[config.mk]
export PLATFORM = sky130hd
export DESIGN_NAME = pi1_router_flat
export DESIGN_NICKNAME = d
export VERILOG_FILES = /design/src/source/pi1_pkg.sv /design/src/source/pi1_if.sv /design/src/source/pi1_router.sv /design/src/flat_wrapper.sv
export VERILOG_INCLUDE_DIRS = /design/src /design/src/source
export SDC_FILE = /design/constraint.sdc
export NUM_CORES = 1
export LEC_CHECK = 0
export ABC_AREA = 1
export BUFFER_PORTS_ARGS = -buffer_cell sky130_fd_sc_hd__buf_2
export CORE_AREA = 3 3 154 156
export DETAILED_ROUTE_END_ITERATION = 8
export DIE_AREA = 0 0 157 159
export SYNTH_ARGS = -nofsm -noshare
export SYNTH_HDL_FRONTEND = slang
export SYNTH_SLANG_ARGS = --single-unit
[constraint.sdc]
create_clock -name clk_i -period 6.3 [get_ports clk_i]
set_clock_uncertainty 0.2 [all_clocks]
set_input_delay 0.63 -clock clk_i [delete_from_list [all_inputs] [get_ports clk_i]]
set_output_delay 0.63 -clock clk_i [all_outputs]
set_load 0.005 [all_outputs]
[src/source/soc_bus_defs.svh]
/*
 * subsystem parameters: bus width, memory depth, serial FIFO depth,
 * baud divider and the base word address of the peripheral map
 */
`ifndef SOC_BUS_DEFS_SVH
`define SOC_BUS_DEFS_SVH

// data word width in bits
`define SOC_ARCHBITSZ 32

// on-chip memory depth in words, 4 KB
`define SOC_SMEM_WORDS 1024

// entries in each serial FIFO
`define SOC_SERIAL_DEPTH 8

// clock cycles per serial bit
`define SOC_BAUD_DIV 8

// word address of the first slave
// serial port has a map size of 2, so memory lands on byte 0x1000
`define SOC_SERIAL_BASE 30'h3FE

`endif
[src/source/pi1_pkg.sv]
/*
 * bus types: op codes, address, data and byte-select words,
 * slave indices of the router
 */
`default_nettype none

`include "soc_bus_defs.svh"

package pi1_pkg;

	// op codes, swap reads the old word then writes the new one
	typedef enum logic [1:0] {
		PI1_OP_NONE  = 2'b00,
		PI1_OP_WRITE = 2'b01,
		PI1_OP_READ  = 2'b10,
		PI1_OP_SWAP  = 2'b11
	} pi1_op_e;

	// word address, byte offset bits dropped
	typedef logic [`SOC_ARCHBITSZ-3:0] pi1_addr_t;

	typedef logic [`SOC_ARCHBITSZ-1:0] pi1_data_t;

	// one select bit per byte lane
	typedef logic [`SOC_ARCHBITSZ/8-1:0] pi1_sel_t;

	// slaves in map order, invalid catches everything else
	typedef enum logic [1:0] {
		PI1_SLV_SERIAL  = 2'd0,
		PI1_SLV_RAM     = 2'd1,
		PI1_SLV_INVALID = 2'd2
	} pi1_slave_e;

endpackage

`default_nettype wire

[src/source/pi1_if.sv]
/*
 * one bus link between a master and a slave
 */
`default_nettype none

interface pi1_if;
	import pi1_pkg::*;

	pi1_op_e   op;
	pi1_addr_t addr;
	// write data toward the slave, read data back
	pi1_data_t data_w;
	pi1_data_t data_r;
	pi1_sel_t  sel;
	logic      rdy;
	// words decoded by the slave
	pi1_addr_t mapsz;

	modport master (
		output op, addr, data_w, sel,
		input  data_r, rdy, mapsz
	);

	modport slave (
		input  op, addr, data_w, sel,
		output data_r, rdy, mapsz
	);

endinterface

`default_nettype wire

[src/source/pi1_router.sv]
/*
 * single-master router: address decode, op steering, response mux
 * and the built-in default slave for invalid addresses
 */
`default_nettype none

`include "soc_bus_defs.svh"

module pi1_router (
	input wire logic clk_i,
	input wire logic rst_n_i,
	pi1_if.slave     m,
	pi1_if.master    s_serial,
	pi1_if.master    s_ram
);
	import pi1_pkg::*;

	pi1_addr_t  ram_base;
	pi1_addr_t  map_end;
	pi1_slave_e sel_idx;
	pi1_slave_e last_q;
	pi1_slave_e resp_idx;
	logic       in_flight_q;

	// slaves stack upward from the base, each one takes its own map size
	assign ram_base = `SOC_SERIAL_BASE + s_serial.mapsz;
	assign map_end  = ram_base + s_ram.mapsz;

	always_comb begin
		if (m.addr >= `SOC_SERIAL_BASE && m.addr < ram_base) begin
			sel_idx = PI1_SLV_SERIAL;
		end else if (m.addr >= ram_base && m.addr < map_end) begin
			sel_idx = PI1_SLV_RAM;
		end else begin
			// below the base or past the last slave
			sel_idx = PI1_SLV_INVALID;
		end
	end

	// op only reaches the selected slave
	assign s_serial.op = (sel_idx == PI1_SLV_SERIAL) ? m.op : PI1_OP_NONE;
	assign s_ram.op    = (sel_idx == PI1_SLV_RAM) ? m.op : PI1_OP_NONE;

	// slaves see addresses relative to their own base
	assign s_serial.addr = m.addr - `SOC_SERIAL_BASE;
	assign s_ram.addr    = m.addr - ram_base;

	assign s_serial.data_w = m.data_w;
	assign s_ram.data_w    = m.data_w;
	assign s_serial.sel    = m.sel;
	assign s_ram.sel       = m.sel;

	// whole decoded span seen from the master side
	assign m.mapsz = map_end;

	// remember which slave owns a transfer that is still waiting for rdy
	always_ff @(posedge clk_i) begin
		if (!rst_n_i) begin
			in_flight_q <= 1'b0;
			last_q      <= PI1_SLV_INVALID;
		end else if (m.op != PI1_OP_NONE && !m.rdy) begin
			in_flight_q <= 1'b1;
			if (!in_flight_q) begin
				last_q <= sel_idx;
			end
		end else begin
			in_flight_q <= 1'b0;
		end
	end

	assign resp_idx = in_flight_q ? last_q : sel_idx;

	always_comb begin
		case (resp_idx)
			PI1_SLV_SERIAL: begin
				m.data_r = s_serial.data_r;
				m.rdy    = s_serial.rdy;
			end
			PI1_SLV_RAM: begin
				m.data_r = s_ram.data_r;
				m.rdy    = s_ram.rdy;
			end
			default: begin
				// default slave answers at once with zero data
				m.data_r = '0;
				m.rdy    = 1'b1;
			end
		endcase
	end

endmodule

`default_nettype wire

[src/flat_wrapper.sv]
// flat-port wrapper written by rule: the top's interface ports become plain ports
module pi1_router_flat import pi1_pkg::*;
  (clk_i, rst_n_i, m_op, m_addr, m_data_w, m_sel, m_data_r, m_rdy, m_mapsz, s_serial_op, s_serial_addr, s_serial_data_w, s_serial_sel, s_serial_data_r, s_serial_rdy, s_serial_mapsz, s_ram_op, s_ram_addr, s_ram_data_w, s_ram_sel, s_ram_data_r, s_ram_rdy, s_ram_mapsz);
  pi1_if m_i ();
  pi1_if s_serial_i ();
  pi1_if s_ram_i ();
  input wire logic clk_i;
  input wire logic rst_n_i;
  input wire logic [$bits(m_i.op)-1:0] m_op;
  input wire logic [$bits(m_i.addr)-1:0] m_addr;
  input wire logic [$bits(m_i.data_w)-1:0] m_data_w;
  input wire logic [$bits(m_i.sel)-1:0] m_sel;
  output wire logic [$bits(m_i.data_r)-1:0] m_data_r;
  output wire logic [$bits(m_i.rdy)-1:0] m_rdy;
  output wire logic [$bits(m_i.mapsz)-1:0] m_mapsz;
  output wire logic [$bits(s_serial_i.op)-1:0] s_serial_op;
  output wire logic [$bits(s_serial_i.addr)-1:0] s_serial_addr;
  output wire logic [$bits(s_serial_i.data_w)-1:0] s_serial_data_w;
  output wire logic [$bits(s_serial_i.sel)-1:0] s_serial_sel;
  input wire logic [$bits(s_serial_i.data_r)-1:0] s_serial_data_r;
  input wire logic [$bits(s_serial_i.rdy)-1:0] s_serial_rdy;
  input wire logic [$bits(s_serial_i.mapsz)-1:0] s_serial_mapsz;
  output wire logic [$bits(s_ram_i.op)-1:0] s_ram_op;
  output wire logic [$bits(s_ram_i.addr)-1:0] s_ram_addr;
  output wire logic [$bits(s_ram_i.data_w)-1:0] s_ram_data_w;
  output wire logic [$bits(s_ram_i.sel)-1:0] s_ram_sel;
  input wire logic [$bits(s_ram_i.data_r)-1:0] s_ram_data_r;
  input wire logic [$bits(s_ram_i.rdy)-1:0] s_ram_rdy;
  input wire logic [$bits(s_ram_i.mapsz)-1:0] s_ram_mapsz;
  assign m_i.op = m_op;
  assign m_i.addr = m_addr;
  assign m_i.data_w = m_data_w;
  assign m_i.sel = m_sel;
  assign m_data_r = m_i.data_r;
  assign m_rdy = m_i.rdy;
  assign m_mapsz = m_i.mapsz;
  assign s_serial_op = s_serial_i.op;
  assign s_serial_addr = s_serial_i.addr;
  assign s_serial_data_w = s_serial_i.data_w;
  assign s_serial_sel = s_serial_i.sel;
  assign s_serial_i.data_r = s_serial_data_r;
  assign s_serial_i.rdy = s_serial_rdy;
  assign s_serial_i.mapsz = s_serial_mapsz;
  assign s_ram_op = s_ram_i.op;
  assign s_ram_addr = s_ram_i.addr;
  assign s_ram_data_w = s_ram_i.data_w;
  assign s_ram_sel = s_ram_i.sel;
  assign s_ram_i.data_r = s_ram_data_r;
  assign s_ram_i.rdy = s_ram_rdy;
  assign s_ram_i.mapsz = s_ram_mapsz;
  pi1_router u_core (.clk_i(clk_i), .rst_n_i(rst_n_i), .m(m_i), .s_serial(s_serial_i), .s_ram(s_ram_i));
endmodule
# Yosys cells after proc, flatten, opt, wreduce, memory -nomap -nowiden
# Cells that the tools add are included.
[op_classes]
add_sub_neg = 4
n_lt_le_gt_ge = 4
n_eq_ne = 2
muxes = 8
n_reduce_logical = 7
[op_table]
columns = ["cell", "n"]
rows = [
  ["$pmux W32 S2", 1],
  ["$lt A30 B30 Y1", 2],
  ["$add A10 B30 Y30 const A", 1],
  ["$add A30 B30 Y30", 1],
  ["$ge A30 B10 Y1 const B", 1],
  ["$ge A30 B30 Y1", 1],
  ["$sub A30 B10 Y30 const B", 1],
  ["$sub A30 B30 Y30", 1],
  ["$mux W2", 5],
  ["$eq A2 B1 Y1 const B", 2],
  ["$logic_not A2 Y1", 2],
  ["$logic_and A1 B1 Y1", 3],
  ["$pmux W1 S2", 1],
  ["$reduce_bool A2 Y1", 1],
  ["$logic_not A1 Y1", 1],
  ["$mux W1", 1],
]
[totals]
ff_bits = 3
input_bits = 196
output_inout_bits = 199

# Logic depth before layout (Yosys ltp)
[logic_depth]
word_depth = 12
depth_mapped = 41
ltp_nobuf = 41

# Worst setup path before layout
# Ideal clock, no wire load.
[synth_path]
path_kind = "input-to-output"
start = "in s_serial_mapsz[1]"
end = "out m_data_r[0]"
t_arrival_ns = 4.718
t_required_ns = 5.470
slack_ns = 0.752
cell_stages = 37
n_path_buf = 2
cell_sequence = "inv_1 > ha_1 > nand2_1 > nor2_2 > nand2_4 > nor2_4 > a21oi_4 > nand2_4 > nor2_4 > nand2_1 > nor2_1 > inv_1 > nor2_1 > nand3_1 > xor2_1 > inv_1 > ha_1 > inv_1 > nor3_1 > nand2_1 > nor4_1 > a21oi_1 > xnor2_1 > ha_1 > a21oi_1 > o21ai_0 > nor2_1 > nand2_1 > a21oi_1 > nand2_1 > nand3_2 > nand2_2 > inv_2 > buf_12 > buf_6 > nand3_1 > nand2_1"
[synth_between]
elab_chain_cells = 9
[synth_rtl]
columns = ["element", "line_no", "rtl"]
rows = [
  ["start, declared", "flat_wrapper.sv:22", "input wire logic [$bits(s_serial_i.mapsz)-1:0] s_serial_mapsz;"],
  ["$add A10 B30 Y30 (no line) *", "-", ""],
  ["$add A30 B30 Y30", "pi1_router.sv:27", "assign map_end = ram_base + s_ram.mapsz;"],
  ["$lt A30 B30 Y1", "pi1_router.sv:32", "end else if (m.addr >= ram_base && m.addr < map_end) begin"],
  ["$logic_and A1 B1 Y1", "pi1_router.sv:32", ""],
  ["$mux W2", "pi1_router.sv:32", ""],
  ["$mux W2 *", "pi1_router.sv:30", "if (m.addr >= `SOC_SERIAL_BASE && m.addr < ram_base) begin"],
  ["$mux W2 *", "pi1_router.sv:71", "assign resp_idx = in_flight_q ? last_q : sel_idx;"],
  ["$eq A2 B1 Y1 or $logic_not A2 Y1 (tied branches)", "pi1_router.sv:74", "case (resp_idx)"],
  ["$pmux W32 S2 *", "pi1_router.sv:74", ""],
  ["end, declared", "flat_wrapper.sv:13", "output wire logic [$bits(m_i.data_r)-1:0] m_data_r;"],
]
# Every way passes the cells marked *; elsewhere a longest branch is shown, timed or not.

# Worst setup path after layout
[layout_path]
start = "in s_serial_mapsz[1]"
end = "out m_data_r[1]"
# Same word-level chain as after synthesis.

==> implementation parameters <==
Parameter                              Value

Min path
  Worst min-delay path startpoint ... u_core.last_q[1]
  Tightest Hold Check Type ... reg -> reg

Route
  Via count of the routed design ... 8,073
  Starting DRC count in detailed routing ... 477
  DRC violations left ... 0
  Final routed wirelength across all metal layers ... 28,000 um
  WL/cell ... 16.7 um
  Count of TritonRoute iterations in the first routing pass ... 5
  Via density per instance ... 4.82
  Residual antenna-violating net count after detailed routing ... 0

Setup path
  Data required time at the worst endpoint ... 5.47 ns
  Biggest fanout along the worst timing path ... 6
  Slowest stage cell, crit path ... sky130_fd_sc_hd__ha_4
  Data arrival time of the critical path ... 5.30 ns
  Element type at the critical path end ... primary output
  Critical path start-end classification ... in -> out
  Nature of the critical path startpoint ... input pin
  R2R setup slack ... 4.63 ns
  Launch instance of the worst register-to-register path ... u_core.in_flight_q
  Crit-path max cell delay ... 0.29 ns
  Start point of the critical path ... s_serial_mapsz[1]

Global route
  Number of antenna violations at the first check in global routing ... 11
  Number of global-route vias before repair ... 7,697
  Largest net degree at the start of global routing ... 25
  Aggregate global routing overflow ... 0
  Total global routing track utilization ... 0.200
  Wire length of the first global-routing pass ... 39,600 um

Place
  Total placed instance area ... 8230 um^2
  Number of input and output port buffers inserted ... 286
  RD Place Congestion ... 0.895
  DPL Wire Length ... 24,300 um
  Pre-CTS WS ... -0.279 ns

Pwr
  P_leak ... 5.08 nW
  Ratio of total power to cell area ... 152 nW/um^2
  Worst ir drop on vdd ... 0.0000748 V

Floorplan
  Initial core utilization ... 0.302
  Die width ... 157 um
  Die Y-Extent ... 159 um
  Full die area ... 25,000 um^2
  Row count ... 55
  Placeable core area ... 22,500 um^2
  Ports placed on the boundary ... 395

Status
  Status ... finished, final reports clean

Run
  Max-Cap Viols ... 0

Synth
  Top flip-flop cell by instance count after synthesis ... sky130_fd_sc_hd__dfxtp_1
  Cells after Synth ... 1,113
  Sequential cell area fraction in the yosys report ... 0.00885
  Fraction of registers with async set or reset after synthesis ... 0
  Syn Nets ... 1,401
  Average cell area after synthesis ... 6.10 um^2
  Count of flip-flops with a built-in enable after synthesis ... 0
  Post-Syn Area ... 6790 um^2
  Synth Register Bits ... 3
  Count of yosys warnings during synthesis ... 0
  Cell variety after synth ... 52

Layout
  Final std cell area, no fill ... 9270 um^2
  Layout area overhead ... 36.5%
  Final standard cell utilization of the core ... 0.412
  Proportion of layout cells with a drive suffix above 1 ... 0.376
  Layout fillers ... 2,358
  Final layout net count ... 1,671

CTS
  Clock tree from TritonCTS ... done
  Clock transition at path regs ... 0.03 ns
  Clock tree buffer depth ... 2
  Total number of clock tree sinks ... 3
  Clk Tree Root Cell ... sky130_fd_sc_hd__clkbuf_16
  Insertion delay to the later sink of the worst-skew pair ... 0.22 ns
  H-tree lvl count ... 1
  TritonCTS buffer count ... 3

STA
  Final critical-path setup slack ... 0.170 ns
  Final period utilization ... 0.973
  Setup violation total in the final timing report ... 0
  Fin Setup TNS ... 0 ns
  RSZ-0062 raised after global routing ... yes
  Hold Violations, Final ... 0
  Worst Hold Margin ... 0.255 ns
  Peak clock frequency supported by timing ... 163 MHz
  Measured slew at the worst slew-check pin ... 0.473 ns
  Max Slew Vio Count ... 0
  Tightest slew margin relative to the limit ... 0.683
  Post-route minimum period ... 6.13 ns
path summary, 6_finish.rpt:
kind	to	depth (start not counted)
setup / recovery	m_data_r[1]	38
setup reg to reg	u_core.last_q[0]	10
hold reg to reg	u_core.last_q[1]	2
hold / removal	u_core.last_q[1]	2
stage by stage:
stage | cells | total power, W
6_report | 1674 | 0.00141
5_1_grt | 1673 | 0.00155
4_1_cts | 1644 | 0.00125
3_5_place_dp | 1633 | 0.00113
3_3_place_gp | 1633 | 0.00113
2_1_floorplan | 1113 | 0.000722
layout make-up:
class	instances	area, um^2	area share
flip-flops and latches	3	60.1	0.00648
well taps	285	357	0.0385
diodes	7	17.5	0.00189
multi-input cells	843	5840	0.631
clock buffers	4	78.8	0.00851
repair buffers	351	2210	0.239
inverters	181	697	0.0752
cells by family after synthesis:
logic type               Yosys count  synth area share
AND/OR/NAND/NOR                  500             0.353
buffers and inverters            267             0.201
AO/OA/AOI/OAI                    150             0.131
XOR/XNOR                         101             0.134
adder cells (fa/ha/maj)           92             0.172
flip-flops                         3           0.00885
sequential cells by signal (all words and copies together), names as in the netlist:
register            count
u_core.last_q           2
u_core.in_flight_q      1
worst max-delay path, delay by kind of cell:
family	cells	cell delay, ns
simple gates	20	1.99
compound gates	5	0.87
xor+xnor	1	0.22
fa+ha+maj	3	0.72
buf+inv	9	0.84
Yosys cell counts (2+ instances only):
| cell type | count | share of area |
|---|---|---|
| sky130_fd_sc_hd__o21ai_1 | 7 | 0.0052 |
| sky130_fd_sc_hd__xor2_1 | 65 | 0.084 |
| sky130_fd_sc_hd__nand2_4 | 4 | 0.0066 |
| sky130_fd_sc_hd__nor3_2 | 3 | 0.0044 |
| sky130_fd_sc_hd__ha_1 | 90 | 0.17 |
| sky130_fd_sc_hd__or2_1 | 5 | 0.0046 |
| sky130_fd_sc_hd__buf_2 | 4 | 0.0029 |
| sky130_fd_sc_hd__o21ai_0 | 24 | 0.018 |
| sky130_fd_sc_hd__nand3_2 | 28 | 0.041 |
| sky130_fd_sc_hd__nor4_1 | 3 | 0.0028 |
| sky130_fd_sc_hd__nor2_2 | 3 | 0.0028 |
| sky130_fd_sc_hd__o211ai_1 | 2 | 0.0022 |
| sky130_fd_sc_hd__o21ai_2 | 4 | 0.0052 |
| sky130_fd_sc_hd__nor2_1 | 91 | 0.050 |
| sky130_fd_sc_hd__nand2_2 | 11 | 0.010 |
| sky130_fd_sc_hd__a21oi_2 | 6 | 0.0077 |
| sky130_fd_sc_hd__a211oi_1 | 2 | 0.0022 |
| sky130_fd_sc_hd__buf_6 | 4 | 0.0066 |
| sky130_fd_sc_hd__xnor2_1 | 34 | 0.044 |
| sky130_fd_sc_hd__nor2_4 | 7 | 0.012 |
| sky130_fd_sc_hd__inv_1 | 178 | 0.098 |
| sky130_fd_sc_hd__fa_1 | 2 | 0.0059 |
| sky130_fd_sc_hd__a31oi_1 | 4 | 0.0037 |
| sky130_fd_sc_hd__buf_12 | 3 | 0.0088 |
| sky130_fd_sc_hd__dfxtp_1 | 3 | 0.0088 |
| sky130_fd_sc_hd__o21bai_1 | 3 | 0.0033 |
| sky130_fd_sc_hd__a21oi_1 | 76 | 0.056 |
| sky130_fd_sc_hd__inv_2 | 3 | 0.0017 |
| sky130_fd_sc_hd__o221ai_1 | 3 | 0.0039 |
| sky130_fd_sc_hd__nand3_1 | 72 | 0.053 |
| sky130_fd_sc_hd__nand4_1 | 13 | 0.012 |
| sky130_fd_sc_hd__nor3_1 | 16 | 0.012 |
| sky130_fd_sc_hd__a21o_1 | 8 | 0.0088 |
| sky130_fd_sc_hd__or2_2 | 2 | 0.0018 |
| sky130_fd_sc_hd__buf_4 | 75 | 0.083 |
| sky130_fd_sc_hd__o21a_1 | 4 | 0.0044 |
| sky130_fd_sc_hd__nand2_1 | 236 | 0.13 |
cell usage in the layout, fill, tap and decap left out, drive strengths merged, types with 3 or more instances in the layout:
master / count
ha: 90
xnor2: 35
dfxtp: 3
buf: 344
o21a: 4
a21oi: 83
nand2: 251
a21boi: 3
nor3: 19
a21o: 8
diode: 7
or2: 8
nand3: 100
xor2: 66
nor4: 3
nor2: 101
a31oi: 4
o21bai: 3
o21ai: 35
inv: 180
clkbuf: 11
nand4: 13
o221ai: 3
what timing repair did:
action | 4_1_cts | 5_1_grt
gates cloned | 0 | 9
setup buffers | 7 | 15
pin swaps | 3 | 74
setup endpoints to repair | 33 | 35
hold buffers | 0 | 0
hold endpoints to repair | 0 | 0
gates resized for setup | 11 | 120
layer usage:
| metal | global-route usage | routed length (um) | share of wire |
|---|---|---|---|
| met1 | 0.208 | 10100 | 0.36 |
| met3 | 0.0408 | 1780 | 0.063 |
| met4 | 0.0891 | 1420 | 0.051 |
| met5 | 0 | 60 | 0.0021 |
| met2 | 0.378 | 14600 | 0.52 |
power by group:
| part | switching (W) | internal, W | total, W |
|---|---|---|---|
| logic | 0.000710 | 0.000573 | 0.00128 |
| registers | 0.00000195 | 0.0000221 | 0.0000241 |
| clock network | 0.0000164 | 0.0000834 | 0.0000999 |
| total | 0.000729 | 0.000679 | 0.00141 |
No activity file was read; power rests on OpenSTA's default activity.
