$ cat config.mk
export PLATFORM = sky130hd
export DESIGN_NAME = serial_port_flat
export DESIGN_NICKNAME = d
export VERILOG_FILES = /design/src/source/serial_pkg.sv /design/src/source/pi1_pkg.sv /design/src/source/pi1_if.sv /design/src/source/serial_port.sv /design/src/flat_wrapper.sv
export VERILOG_INCLUDE_DIRS = /design/src /design/src/source
export SDC_FILE = /design/constraint.sdc
export NUM_CORES = 1
export LEC_CHECK = 0
export BUFFER_PORTS_ARGS = -buffer_cell sky130_fd_sc_hd__buf_2
export CORE_ASPECT_RATIO = 1.1
export CORE_MARGIN = 10
export CORE_UTILIZATION = 40
export CTS_CLUSTER_DIAMETER = 80
export DETAILED_ROUTE_END_ITERATION = 10
export SYNTH_ARGS = -nofsm -noshare
export SYNTH_HDL_FRONTEND = slang
export SYNTH_SLANG_ARGS = --single-unit
$ cat constraint.sdc
create_clock -name clk_i -period 2.5 [get_ports clk_i]
set_input_delay 0.25 -clock clk_i [delete_from_list [all_inputs] [get_ports clk_i]]
set_output_delay 0.25 -clock clk_i [all_outputs]
set_load 0.005 [all_outputs]
$ cat src/source/soc_bus_defs.svh
/*
 * subsystem parameters: bus width, memory depth, serial FIFO depth,
 * baud divider and the base word address of the peripheral map
 */
`ifndef SOC_BUS_DEFS_SVH
`define SOC_BUS_DEFS_SVH

// data word width in bits
`define SOC_ARCHBITSZ 32

// on-chip memory depth in words, 4 KB
`define SOC_SMEM_WORDS 1024

// entries in each serial FIFO
`define SOC_SERIAL_DEPTH 8

// clock cycles per serial bit
`define SOC_BAUD_DIV 8

// word address of the first slave
// serial port has a map size of 2, so memory lands on byte 0x1000
`define SOC_SERIAL_BASE 30'h3FE

`endif
$ cat src/source/serial_pkg.sv
/*
 * serial port register types: offsets, receive word, status word
 * and the union that overlays them on one bus word
 */
`default_nettype none

`include "soc_bus_defs.svh"

package serial_pkg;

	// width of a FIFO fill count, holds 0 to depth
	localparam int SERIAL_CNTW = $clog2(`SOC_SERIAL_DEPTH + 1);

	typedef enum logic {
		SERIAL_REG_DATA   = 1'b0,
		SERIAL_REG_STATUS = 1'b1
	} serial_reg_e;

	// data register read, valid low when nothing was pending
	typedef struct packed {
		logic [`SOC_ARCHBITSZ-10:0] pad;
		logic                       valid;
		logic [7:0]                 data;
	} serial_rx_t;

	// overrun stays set until status is read
	typedef struct packed {
		logic [`SOC_ARCHBITSZ-3-2*SERIAL_CNTW:0] pad;
		logic                                    overrun;
		logic                                    tx_busy;
		logic [SERIAL_CNTW-1:0]                  rx_fill;
		logic [SERIAL_CNTW-1:0]                  tx_free;
	} serial_status_t;

	typedef union packed {
		serial_rx_t     rx;
		serial_status_t status;
	} serial_word_u;

endpackage

`default_nettype wire

$ cat src/source/pi1_pkg.sv
/*
 * bus types: op codes, address, data and byte-select words,
 * slave indices of the router
 */
`default_nettype none

`include "soc_bus_defs.svh"

package pi1_pkg;

	// op codes, swap reads the old word then writes the new one
	typedef enum logic [1:0] {
		PI1_OP_NONE  = 2'b00,
		PI1_OP_WRITE = 2'b01,
		PI1_OP_READ  = 2'b10,
		PI1_OP_SWAP  = 2'b11
	} pi1_op_e;

	// word address, byte offset bits dropped
	typedef logic [`SOC_ARCHBITSZ-3:0] pi1_addr_t;

	typedef logic [`SOC_ARCHBITSZ-1:0] pi1_data_t;

	// one select bit per byte lane
	typedef logic [`SOC_ARCHBITSZ/8-1:0] pi1_sel_t;

	// slaves in map order, invalid catches everything else
	typedef enum logic [1:0] {
		PI1_SLV_SERIAL  = 2'd0,
		PI1_SLV_RAM     = 2'd1,
		PI1_SLV_INVALID = 2'd2
	} pi1_slave_e;

endpackage

`default_nettype wire

$ cat src/source/pi1_if.sv
/*
 * one bus link between a master and a slave
 */
`default_nettype none

interface pi1_if;
	import pi1_pkg::*;

	pi1_op_e   op;
	pi1_addr_t addr;
	// write data toward the slave, read data back
	pi1_data_t data_w;
	pi1_data_t data_r;
	pi1_sel_t  sel;
	logic      rdy;
	// words decoded by the slave
	pi1_addr_t mapsz;

	modport master (
		output op, addr, data_w, sel,
		input  data_r, rdy, mapsz
	);

	modport slave (
		input  op, addr, data_w, sel,
		output data_r, rdy, mapsz
	);

endinterface

`default_nettype wire

$ cat src/source/serial_port.sv
/*
 * byte-serial port: transmit and receive FIFOs, baud-divided shifters,
 * data and status registers on the bus
 */
`default_nettype none

`include "soc_bus_defs.svh"

module serial_port (
	input wire logic clk_i,
	input wire logic rst_n_i,
	pi1_if.slave     bus,
	input wire logic rx_i,
	output logic     tx_o
);
	import pi1_pkg::*;
	import serial_pkg::*;

	localparam int DEPTH = `SOC_SERIAL_DEPTH;
	localparam int PTRW  = $clog2(DEPTH);
	localparam int BAUDW = $clog2(`SOC_BAUD_DIV);
	localparam int TXF   = 0;
	localparam int RXF   = 1;

	// fifo state, index TXF for transmit and RXF for receive
	logic [7:0]             fmem [2][DEPTH];
	logic [PTRW-1:0]        wr_ptr [2];
	logic [PTRW-1:0]        rd_ptr [2];
	logic [SERIAL_CNTW-1:0] cnt [2];
	logic [7:0]             din [2];
	logic                   push [2];
	logic                   pop [2];
	logic                   full [2];
	logic                   empty [2];

	serial_reg_e   reg_sel;
	serial_word_u  rd_word;
	serial_word_u  data_q;
	logic          is_rd;
	logic          is_wr;
	logic          tx_req;
	logic          accept;
	logic          stat_rd;
	logic          rdy_q;
	logic          overrun_q;

	logic             tx_busy_q;
	logic [9:0]       tx_sr_q;
	logic [BAUDW-1:0] tx_baud_q;
	logic [3:0]       tx_bit_q;
	logic             tx_tick;

	logic             rx_meta_q;
	logic             rx_sync_q;
	logic             rx_busy_q;
	logic [BAUDW-1:0] rx_baud_q;
	logic [3:0]       rx_bit_q;
	logic [7:0]       rx_sr_q;
	logic             rx_sample;
	logic             rx_stop_ok;

	for (genvar f = 0; f < 2; f++) begin : g_fifo
		assign full[f]  = (cnt[f] == SERIAL_CNTW'(DEPTH));
		assign empty[f] = (cnt[f] == '0);

		always_ff @(posedge clk_i) begin
			if (!rst_n_i) begin
				wr_ptr[f] <= '0;
				rd_ptr[f] <= '0;
				cnt[f]    <= '0;
			end else begin
				if (push[f]) begin
					wr_ptr[f] <= (wr_ptr[f] == PTRW'(DEPTH - 1)) ? '0 : wr_ptr[f] + 1'b1;
				end
				if (pop[f]) begin
					rd_ptr[f] <= (rd_ptr[f] == PTRW'(DEPTH - 1)) ? '0 : rd_ptr[f] + 1'b1;
				end
				if (push[f] && !pop[f]) begin
					cnt[f] <= cnt[f] + 1'b1;
				end else if (pop[f] && !push[f]) begin
					cnt[f] <= cnt[f] - 1'b1;
				end
			end
		end

		always_ff @(posedge clk_i) begin
			if (push[f]) begin
				fmem[f][wr_ptr[f]] <= din[f];
			end
		end
	end

	// bus side, address bit 0 picks data or status
	assign reg_sel = serial_reg_e'(bus.addr[0]);
	assign is_rd   = (bus.op == PI1_OP_READ) || (bus.op == PI1_OP_SWAP);
	assign is_wr   = (bus.op == PI1_OP_WRITE) || (bus.op == PI1_OP_SWAP);
	assign tx_req  = is_wr && (reg_sel == SERIAL_REG_DATA) && bus.sel[0];
	// a data write into a full transmit FIFO waits here
	assign accept  = (bus.op != PI1_OP_NONE) && !rdy_q && !(tx_req && full[TXF]);
	assign stat_rd = accept && is_rd && (reg_sel == SERIAL_REG_STATUS);

	assign push[TXF] = accept && tx_req;
	assign din[TXF]  = bus.data_w[7:0];
	assign pop[RXF]  = accept && is_rd && (reg_sel == SERIAL_REG_DATA) && !empty[RXF];

	always_comb begin
		rd_word = '0;
		if (reg_sel == SERIAL_REG_STATUS) begin
			rd_word.status.tx_free = SERIAL_CNTW'(DEPTH) - cnt[TXF];
			rd_word.status.rx_fill = cnt[RXF];
			rd_word.status.tx_busy = tx_busy_q;
			rd_word.status.overrun = overrun_q;
		end else begin
			rd_word.rx.valid = !empty[RXF];
			rd_word.rx.data  = fmem[RXF][rd_ptr[RXF]];
		end
	end

	always_ff @(posedge clk_i) begin
		if (!rst_n_i) begin
			rdy_q <= 1'b0;
		end else begin
			rdy_q <= accept;
		end
	end

	always_ff @(posedge clk_i) begin
		if (accept) begin
			data_q <= rd_word;
		end
	end

	assign bus.data_r = data_q;
	assign bus.rdy    = rdy_q;
	assign bus.mapsz  = 2;

	// transmit shifter, frame is start, 8 data lsb first, stop
	assign tx_tick   = (tx_baud_q == BAUDW'(`SOC_BAUD_DIV - 1));
	assign pop[TXF]  = !tx_busy_q && !empty[TXF];

	always_ff @(posedge clk_i) begin
		if (!rst_n_i) begin
			tx_busy_q <= 1'b0;
			tx_sr_q   <= '1;
			tx_baud_q <= '0;
			tx_bit_q  <= '0;
		end else if (!tx_busy_q) begin
			if (!empty[TXF]) begin
				tx_busy_q <= 1'b1;
				tx_sr_q   <= {1'b1, fmem[TXF][rd_ptr[TXF]], 1'b0};
				tx_baud_q <= '0;
				tx_bit_q  <= '0;
			end
		end else if (tx_tick) begin
			tx_baud_q <= '0;
			tx_sr_q   <= {1'b1, tx_sr_q[9:1]};
			tx_bit_q  <= tx_bit_q + 1'b1;
			// stop bit done
			if (tx_bit_q == 4'd9) begin
				tx_busy_q <= 1'b0;
			end
		end else begin
			tx_baud_q <= tx_baud_q + 1'b1;
		end
	end

	// line idles high since the shift register refills with ones
	assign tx_o = tx_sr_q[0];

	// receive shifter, samples at mid-bit after a two-flop sync
	assign rx_sample  = rx_busy_q && (rx_baud_q == '0);
	assign rx_stop_ok = rx_sample && (rx_bit_q == 4'd9) && rx_sync_q;

	always_ff @(posedge clk_i) begin
		if (!rst_n_i) begin
			rx_meta_q <= 1'b1;
			rx_sync_q <= 1'b1;
			rx_busy_q <= 1'b0;
			rx_baud_q <= '0;
			rx_bit_q  <= '0;
		end else begin
			rx_meta_q <= rx_i;
			rx_sync_q <= rx_meta_q;
			if (!rx_busy_q) begin
				if (!rx_sync_q) begin
					// falling edge, wait half a bit to land mid start bit
					rx_busy_q <= 1'b1;
					rx_baud_q <= BAUDW'(`SOC_BAUD_DIV / 2 - 1);
					rx_bit_q  <= '0;
				end
			end else if (rx_sample) begin
				rx_baud_q <= BAUDW'(`SOC_BAUD_DIV - 1);
				rx_bit_q  <= rx_bit_q + 1'b1;
				// glitch on the start bit or end of frame
				if ((rx_bit_q == 4'd0 && rx_sync_q) || rx_bit_q == 4'd9) begin
					rx_busy_q <= 1'b0;
				end
			end else begin
				rx_baud_q <= rx_baud_q - 1'b1;
			end
		end
	end

	always_ff @(posedge clk_i) begin
		if (rx_sample && rx_bit_q != 4'd0 && rx_bit_q != 4'd9) begin
			rx_sr_q <= {rx_sync_q, rx_sr_q[7:1]};
		end
	end

	// full receive FIFO drops the byte
	assign push[RXF] = rx_stop_ok && !full[RXF];
	assign din[RXF]  = rx_sr_q;

	always_ff @(posedge clk_i) begin
		if (!rst_n_i) begin
			overrun_q <= 1'b0;
		end else if (rx_stop_ok && full[RXF]) begin
			overrun_q <= 1'b1;
		end else if (stat_rd) begin
			overrun_q <= 1'b0;
		end
	end

endmodule

`default_nettype wire

$ cat src/flat_wrapper.sv
// flat-port wrapper written by rule: the top's interface ports become plain ports
module serial_port_flat import pi1_pkg::*; import serial_pkg::*;
  (clk_i, rst_n_i, rx_i, tx_o, bus_op, bus_addr, bus_data_w, bus_sel, bus_data_r, bus_rdy, bus_mapsz);
  pi1_if bus_i ();
  input wire logic clk_i;
  input wire logic rst_n_i;
  input wire logic rx_i;
  output logic tx_o;
  input wire logic [$bits(bus_i.op)-1:0] bus_op;
  input wire logic [$bits(bus_i.addr)-1:0] bus_addr;
  input wire logic [$bits(bus_i.data_w)-1:0] bus_data_w;
  input wire logic [$bits(bus_i.sel)-1:0] bus_sel;
  output wire logic [$bits(bus_i.data_r)-1:0] bus_data_r;
  output wire logic [$bits(bus_i.rdy)-1:0] bus_rdy;
  output wire logic [$bits(bus_i.mapsz)-1:0] bus_mapsz;
  assign bus_i.op = bus_op;
  assign bus_i.addr = bus_addr;
  assign bus_i.data_w = bus_data_w;
  assign bus_i.sel = bus_sel;
  assign bus_data_r = bus_i.data_r;
  assign bus_rdy = bus_i.rdy;
  assign bus_mapsz = bus_i.mapsz;
  serial_port u_core (.clk_i(clk_i), .rst_n_i(rst_n_i), .bus(bus_i), .rx_i(rx_i), .tx_o(tx_o));
endmodule
Yosys cells after proc, flatten, opt, wreduce, memory -nomap -nowiden:

Memories as Yosys holds them, arrays and structs flattened.
Cells that the tools add are included.

* memories kept: 4
* output and inout port bits: 64
* RAM bits: 148
* bits of input ports: 71
* word-level logic and storage cells: 191
* flip-flop bits (word level): 48

* reduce and logical (&&, ||, !) cells: 47
* magnitude comparators: 6
* multiplexer cells: 77
* equality and inequality tests: 17
* bitwise gates (word level): 13
* add/sub/neg operators: 13

Memory list
* u_core.fmem: depth 2, width 64, read ports 2, clocked after Yosys merged registers in 0, wr ports 2, RTL line serial_port.sv:26 `logic [7:0] fmem [2][DEPTH];`
* u_core.cnt: depth 2, width 4, read ports 2, clocked after Yosys merged registers in 0, wr ports 2, RTL line serial_port.sv:29 `logic [SERIAL_CNTW-1:0] cnt [2];`
* u_core.rd_ptr: depth 2, width 3, read ports 2, clocked after Yosys merged registers in 0, wr ports 2, RTL line serial_port.sv:28 `logic [PTRW-1:0] rd_ptr [2];`
* u_core.wr_ptr: depth 2, width 3, read ports 2, clocked after Yosys merged registers in 0, wr ports 2, RTL line serial_port.sv:27 `logic [PTRW-1:0] wr_ptr [2];`

Operator list (count)
* two-way mux 64 bit: 2
* binary-select mux 8 bit (select 3 bit): 2
* demux 8 bit (select 3 bit): 2
* two-way mux 8 bit: 6
* two-way mux 3 bit: 14
* two-way mux 4 bit: 10
* two-way mux 1 bit: 37
* two-way mux 10 bit: 3
* logical AND 1 bit: 25
* adder 4 x 1 -> 4 bit (second input constant): 4
* equality test 4 bit (second input constant): 4
* >= comparator 4 bit (second input constant): 4
* inverter 3 -> 4 bit: 4
* adder 3 x 1 -> 3 bit (second input constant): 5
* equality test 3 bit (second input constant): 5
* zero test 4 bit: 3
* zero test 1 bit: 10
* two-way mux 9 bit: 1
* less-than comparator 4 x 1 -> 1 bit (second input constant): 2
* inequality test 2 bit (second input constant): 4
* bitwise OR 1 bit: 8
* subtractor 4 x 1 -> 4 bit (second input constant): 2
* equality test 2 bit (second input constant): 2
* inequality test 4 bit (second input constant): 1
* 9 further kinds: 13

Longest topological paths before layout:

* word-level depth: 17
* mapped depth: 12
* mapped depth without buffers: 11

Least setup slack after synthesis:

OpenSTA, ideal clock, no wires.

* path kind: register to register
* start: memory u_core.cnt[1][0] (netlist name)
* end: memory u_core.cnt[1][3] (netlist name), data pin
* period minus slack after synthesis: 2.710 ns
* cell stages (with the launch flop): 10
* setup time: 0.148 ns
* required time: 2.352 ns
* data arrival time: 2.562 ns
* buffers on the path: 0
* setup slack: -0.210 ns
* cell sequence: edfxtp_1 or4_1 o211a_1 nand3_1 inv_1 ha_1 and3_1 or3_1 a211o_1 a21oi_1

RTL lines (RTL line)
* start: declaration: serial_port.sv:29

==> summary.txt <==
Die
  • Total die area: around 0.028 sq mm
  • Num rows: 56
  • Core area: about 0.021 sq mm
  • Die height: roughly 170 microns
  • Chip width: around 160 microns
  • Top-Level Pins: 135
  • Initial Util: ~40%

Logic synthesis
  • Cell taking the most area after synthesis: edfxtp_1
  • Post-synth top cells: edfxtp_1 (166), buf_4 (55), nand2_1 (32)
  • Post-synth cell types: 63
  • Yosys reg bits: between 150 and 200
  • Sequential share of the synthesized area: between 60% and 70%
  • Synth async-reset ratio: 0%
  • Synth top area cells: edfxtp_1 (58%), dfxtp_1 (6.8%), mux4_2 (6.3%)
  • Predominant post-synthesis flop cell: edfxtp_1
  • Synth top area share: 58.0%
  • Synth Cell Area: about 0.0086 sq mm
  • Post-Synthesis Cells: 588
  • Avg Cell Area, Syn: approximately 15 sq um
  • YS warnings: 0
  • EDFF count, synth: 166
  • Most common cell in the synthesized netlist: edfxtp_1

STA
  • Fmax: 384 MHz
  • Final WS setup: -106 ps
  • Setup violators final: 1
  • Worst slew pin tran: ~860 ps
  • Rel. slew slack: between 40% and 50%
  • TNS Setup: -106 ps
  • Endpoints failing hold: 0
  • RSZ-0062 raised after global routing: yes
  • Fin crit share: 104%
  • Tmin final: roughly 2600 ps
  • Final slew viol count: 0
  • Clock Skews: between 10 and 15 ps

Power and ir drop
  • Final Total Pwr: about 8300 uW
  • Worst vdd ir: 472 uV
  • PwrDens: roughly 840 mW/mm^2
  • Leak Pwr: ~0.0036 uW

Drt
  • Vias per cell: about 5.0
  • Final WL: roughly 17,000 microns
  • ANT nets after route: 0
  • DRT iter0 DRCs: 266
  • Detailed Routing Iterations Pass 1: 6
  • Total number of vias: just under 5,000
  • DRC Markers: 0
  • Routed wire length per instance: 17.8 microns

GRT
  • First-pass GRT wire length: approximately 27,000 microns
  • Largest net degree at the start of global routing: 23
  • Initial antenna violation count: 0
  • Vias in the first global route: a little over 5,000
  • GRT Overall Usage: 12.3%
  • GR Overflow Total: 0

Run status
  • Status: finished, violations left
  • Failing checks: setup timing

Clocking
  • H-tree depth: 4
  • Clk Latency, worst-skew pair: 440 ps
  • Clk sinks: slightly below 200
  • Clk buf depth: 2
  • Clock tree root driver cell: clkbuf_16
  • Clock slew at reported path FFs: ~70 ps
  • Num CTS Buffers: 17
  • CTS Hold Bufs: 0
  • CTS tree: done

Placement
  • Post-place instance area: between 0.009 and 0.01 sq mm
  • HPWL after detailed placement: ~12,000 microns
  • I/O Buffers: 26
  • Gpl congestion: approximately 0.71
  • Placement Setup Slack: -76.6 ps

Finish
  • Final #Nets: ~760
  • Post-Layout Inst Area: approximately 0.0099 sq mm
  • Area delta synth->final: 15.0%
  • Fillers: about 1,900
  • Diodes inserted: 0
  • Share of layout cells above drive strength 1: roughly a quarter

Worst setup path
  • Critical path required time: around 2800 ps
  • CP Class: reg2reg
  • CP startpoint kind: flop
  • Crit end category: flop
  • Crit Path Max Fanout: 3
  • CP arrival: 2880 ps

Job
  • Max cap viols: 0

Hold path
  • Hold Crit Class: in2reg
sequential cells by signal, indices dropped and copies added, names as in the netlist, 3 cells and up:
register / flops
u_core.rx_baud_q: 3
u_core.bus.data_r: 10
u_core.tx_sr_q: 9
u_core.rd_ptr: 6
u_core.rx_bit_q: 4
u_core.cnt: 8
u_core.tx_baud_q: 3
u_core.wr_ptr: 6
u_core.rx_sr_q: 8
u_core.tx_bit_q: 4
u_core.fmem: 128
through the flow:
step                hold slack [ps]  utilization, %  cells
floorplan                       349               -    638
global placement                396            43.2    927
detailed placement              406            43.2    927
CTS                            29.7            46.4    963
global route                   22.3            46.6    966
finish                         43.4            46.6    966
final timing paths:
| kind | from | endpoint | slack (ps) | cells after the start |
|---|---|---|---|---|
| worst min register to register | u_core.rx_meta_q | u_core.rx_sync_q | 420 | 1 |
| worst min-delay path | rx_i | u_core.rx_meta_q | 40 | 2 |
| worst max-delay path | u_core.cnt[1][1] | u_core.cnt[1][3] | -110 | 9 |
| worst max register to register | u_core.cnt[1][1] | u_core.cnt[1][3] | -110 | 9 |
cell usage in the layout, fill, tap and decap left out, types with 21 or more instances in the layout:
cell type,n
edfxtp_1,166
buf_4,57
conb_1,52
nand2_1,32
dfxtp_1,29
nor2_1,26
mux2i_1,26
buf_2,26
mux4_2,24
ha_1,21
where the power goes:
part	internal, uW	total, uW	switching (uW)
clock	1460	2800	1340
combinational	739	1550	811
sequential	3740	3940	206
cell type report:
type / instances / area (sq um) / area share, %
Clock inverter: 15 / 214 / 2.16
Tap cell: 290 / 363 / 3.67
Clock buffer: 17 / 425 / 4.30
Inverter: 13 / 48.8 / 0.494
Sequential cell: 195 / 5570 / 56.3
Multi-Input combinational cell: 352 / 2690 / 27.2
Timing Repair Buffer: 84 / 578 / 5.85
per-layer routing:
metal	vias up	GRT usage (%)	part of all wire (%)
li1	2287	-	-
met1	2440	13.1	39
met2	92	22.9	55
met3	18	3.61	4.6
met4	0	3.86	1.4
met5	-	0	0
what timing repair did:
item                       4_1_cts  5_1_grt
buffers inserted                 4        3
setup endpoints to repair        1        1
gates resized for setup          1        5
pin swaps                        2        3
cloned                           0        0
kinds of logic (layout without fill, tap and decap cells):
logic type                 count (synthesis)  in the layout  synth area share [%]
other                                      2             52                0.0874
muxes                                     51             51                  9.49
buffers and inverters                     91            129                  6.70
xor gates and xnor gates                   5              5                 0.510
DFF                                      195            195                  64.8
adders and majority gates                 23             23                  3.44
AOI/OAI and AO/OA                         78             78                  6.14
and+or+nand+nor                          143            143                  8.88
critical path, cell delays in order (launching register included):
cell and delay (ps):
edfxtp_1 430, or4b_4 570, nand4_1 130, nand3_2 110
inv_2 80, ha_4 200, a21o_1 170, or3_4 370
a211o_1 280, a21oi_2 120
(Power assumes the default switching activity.)
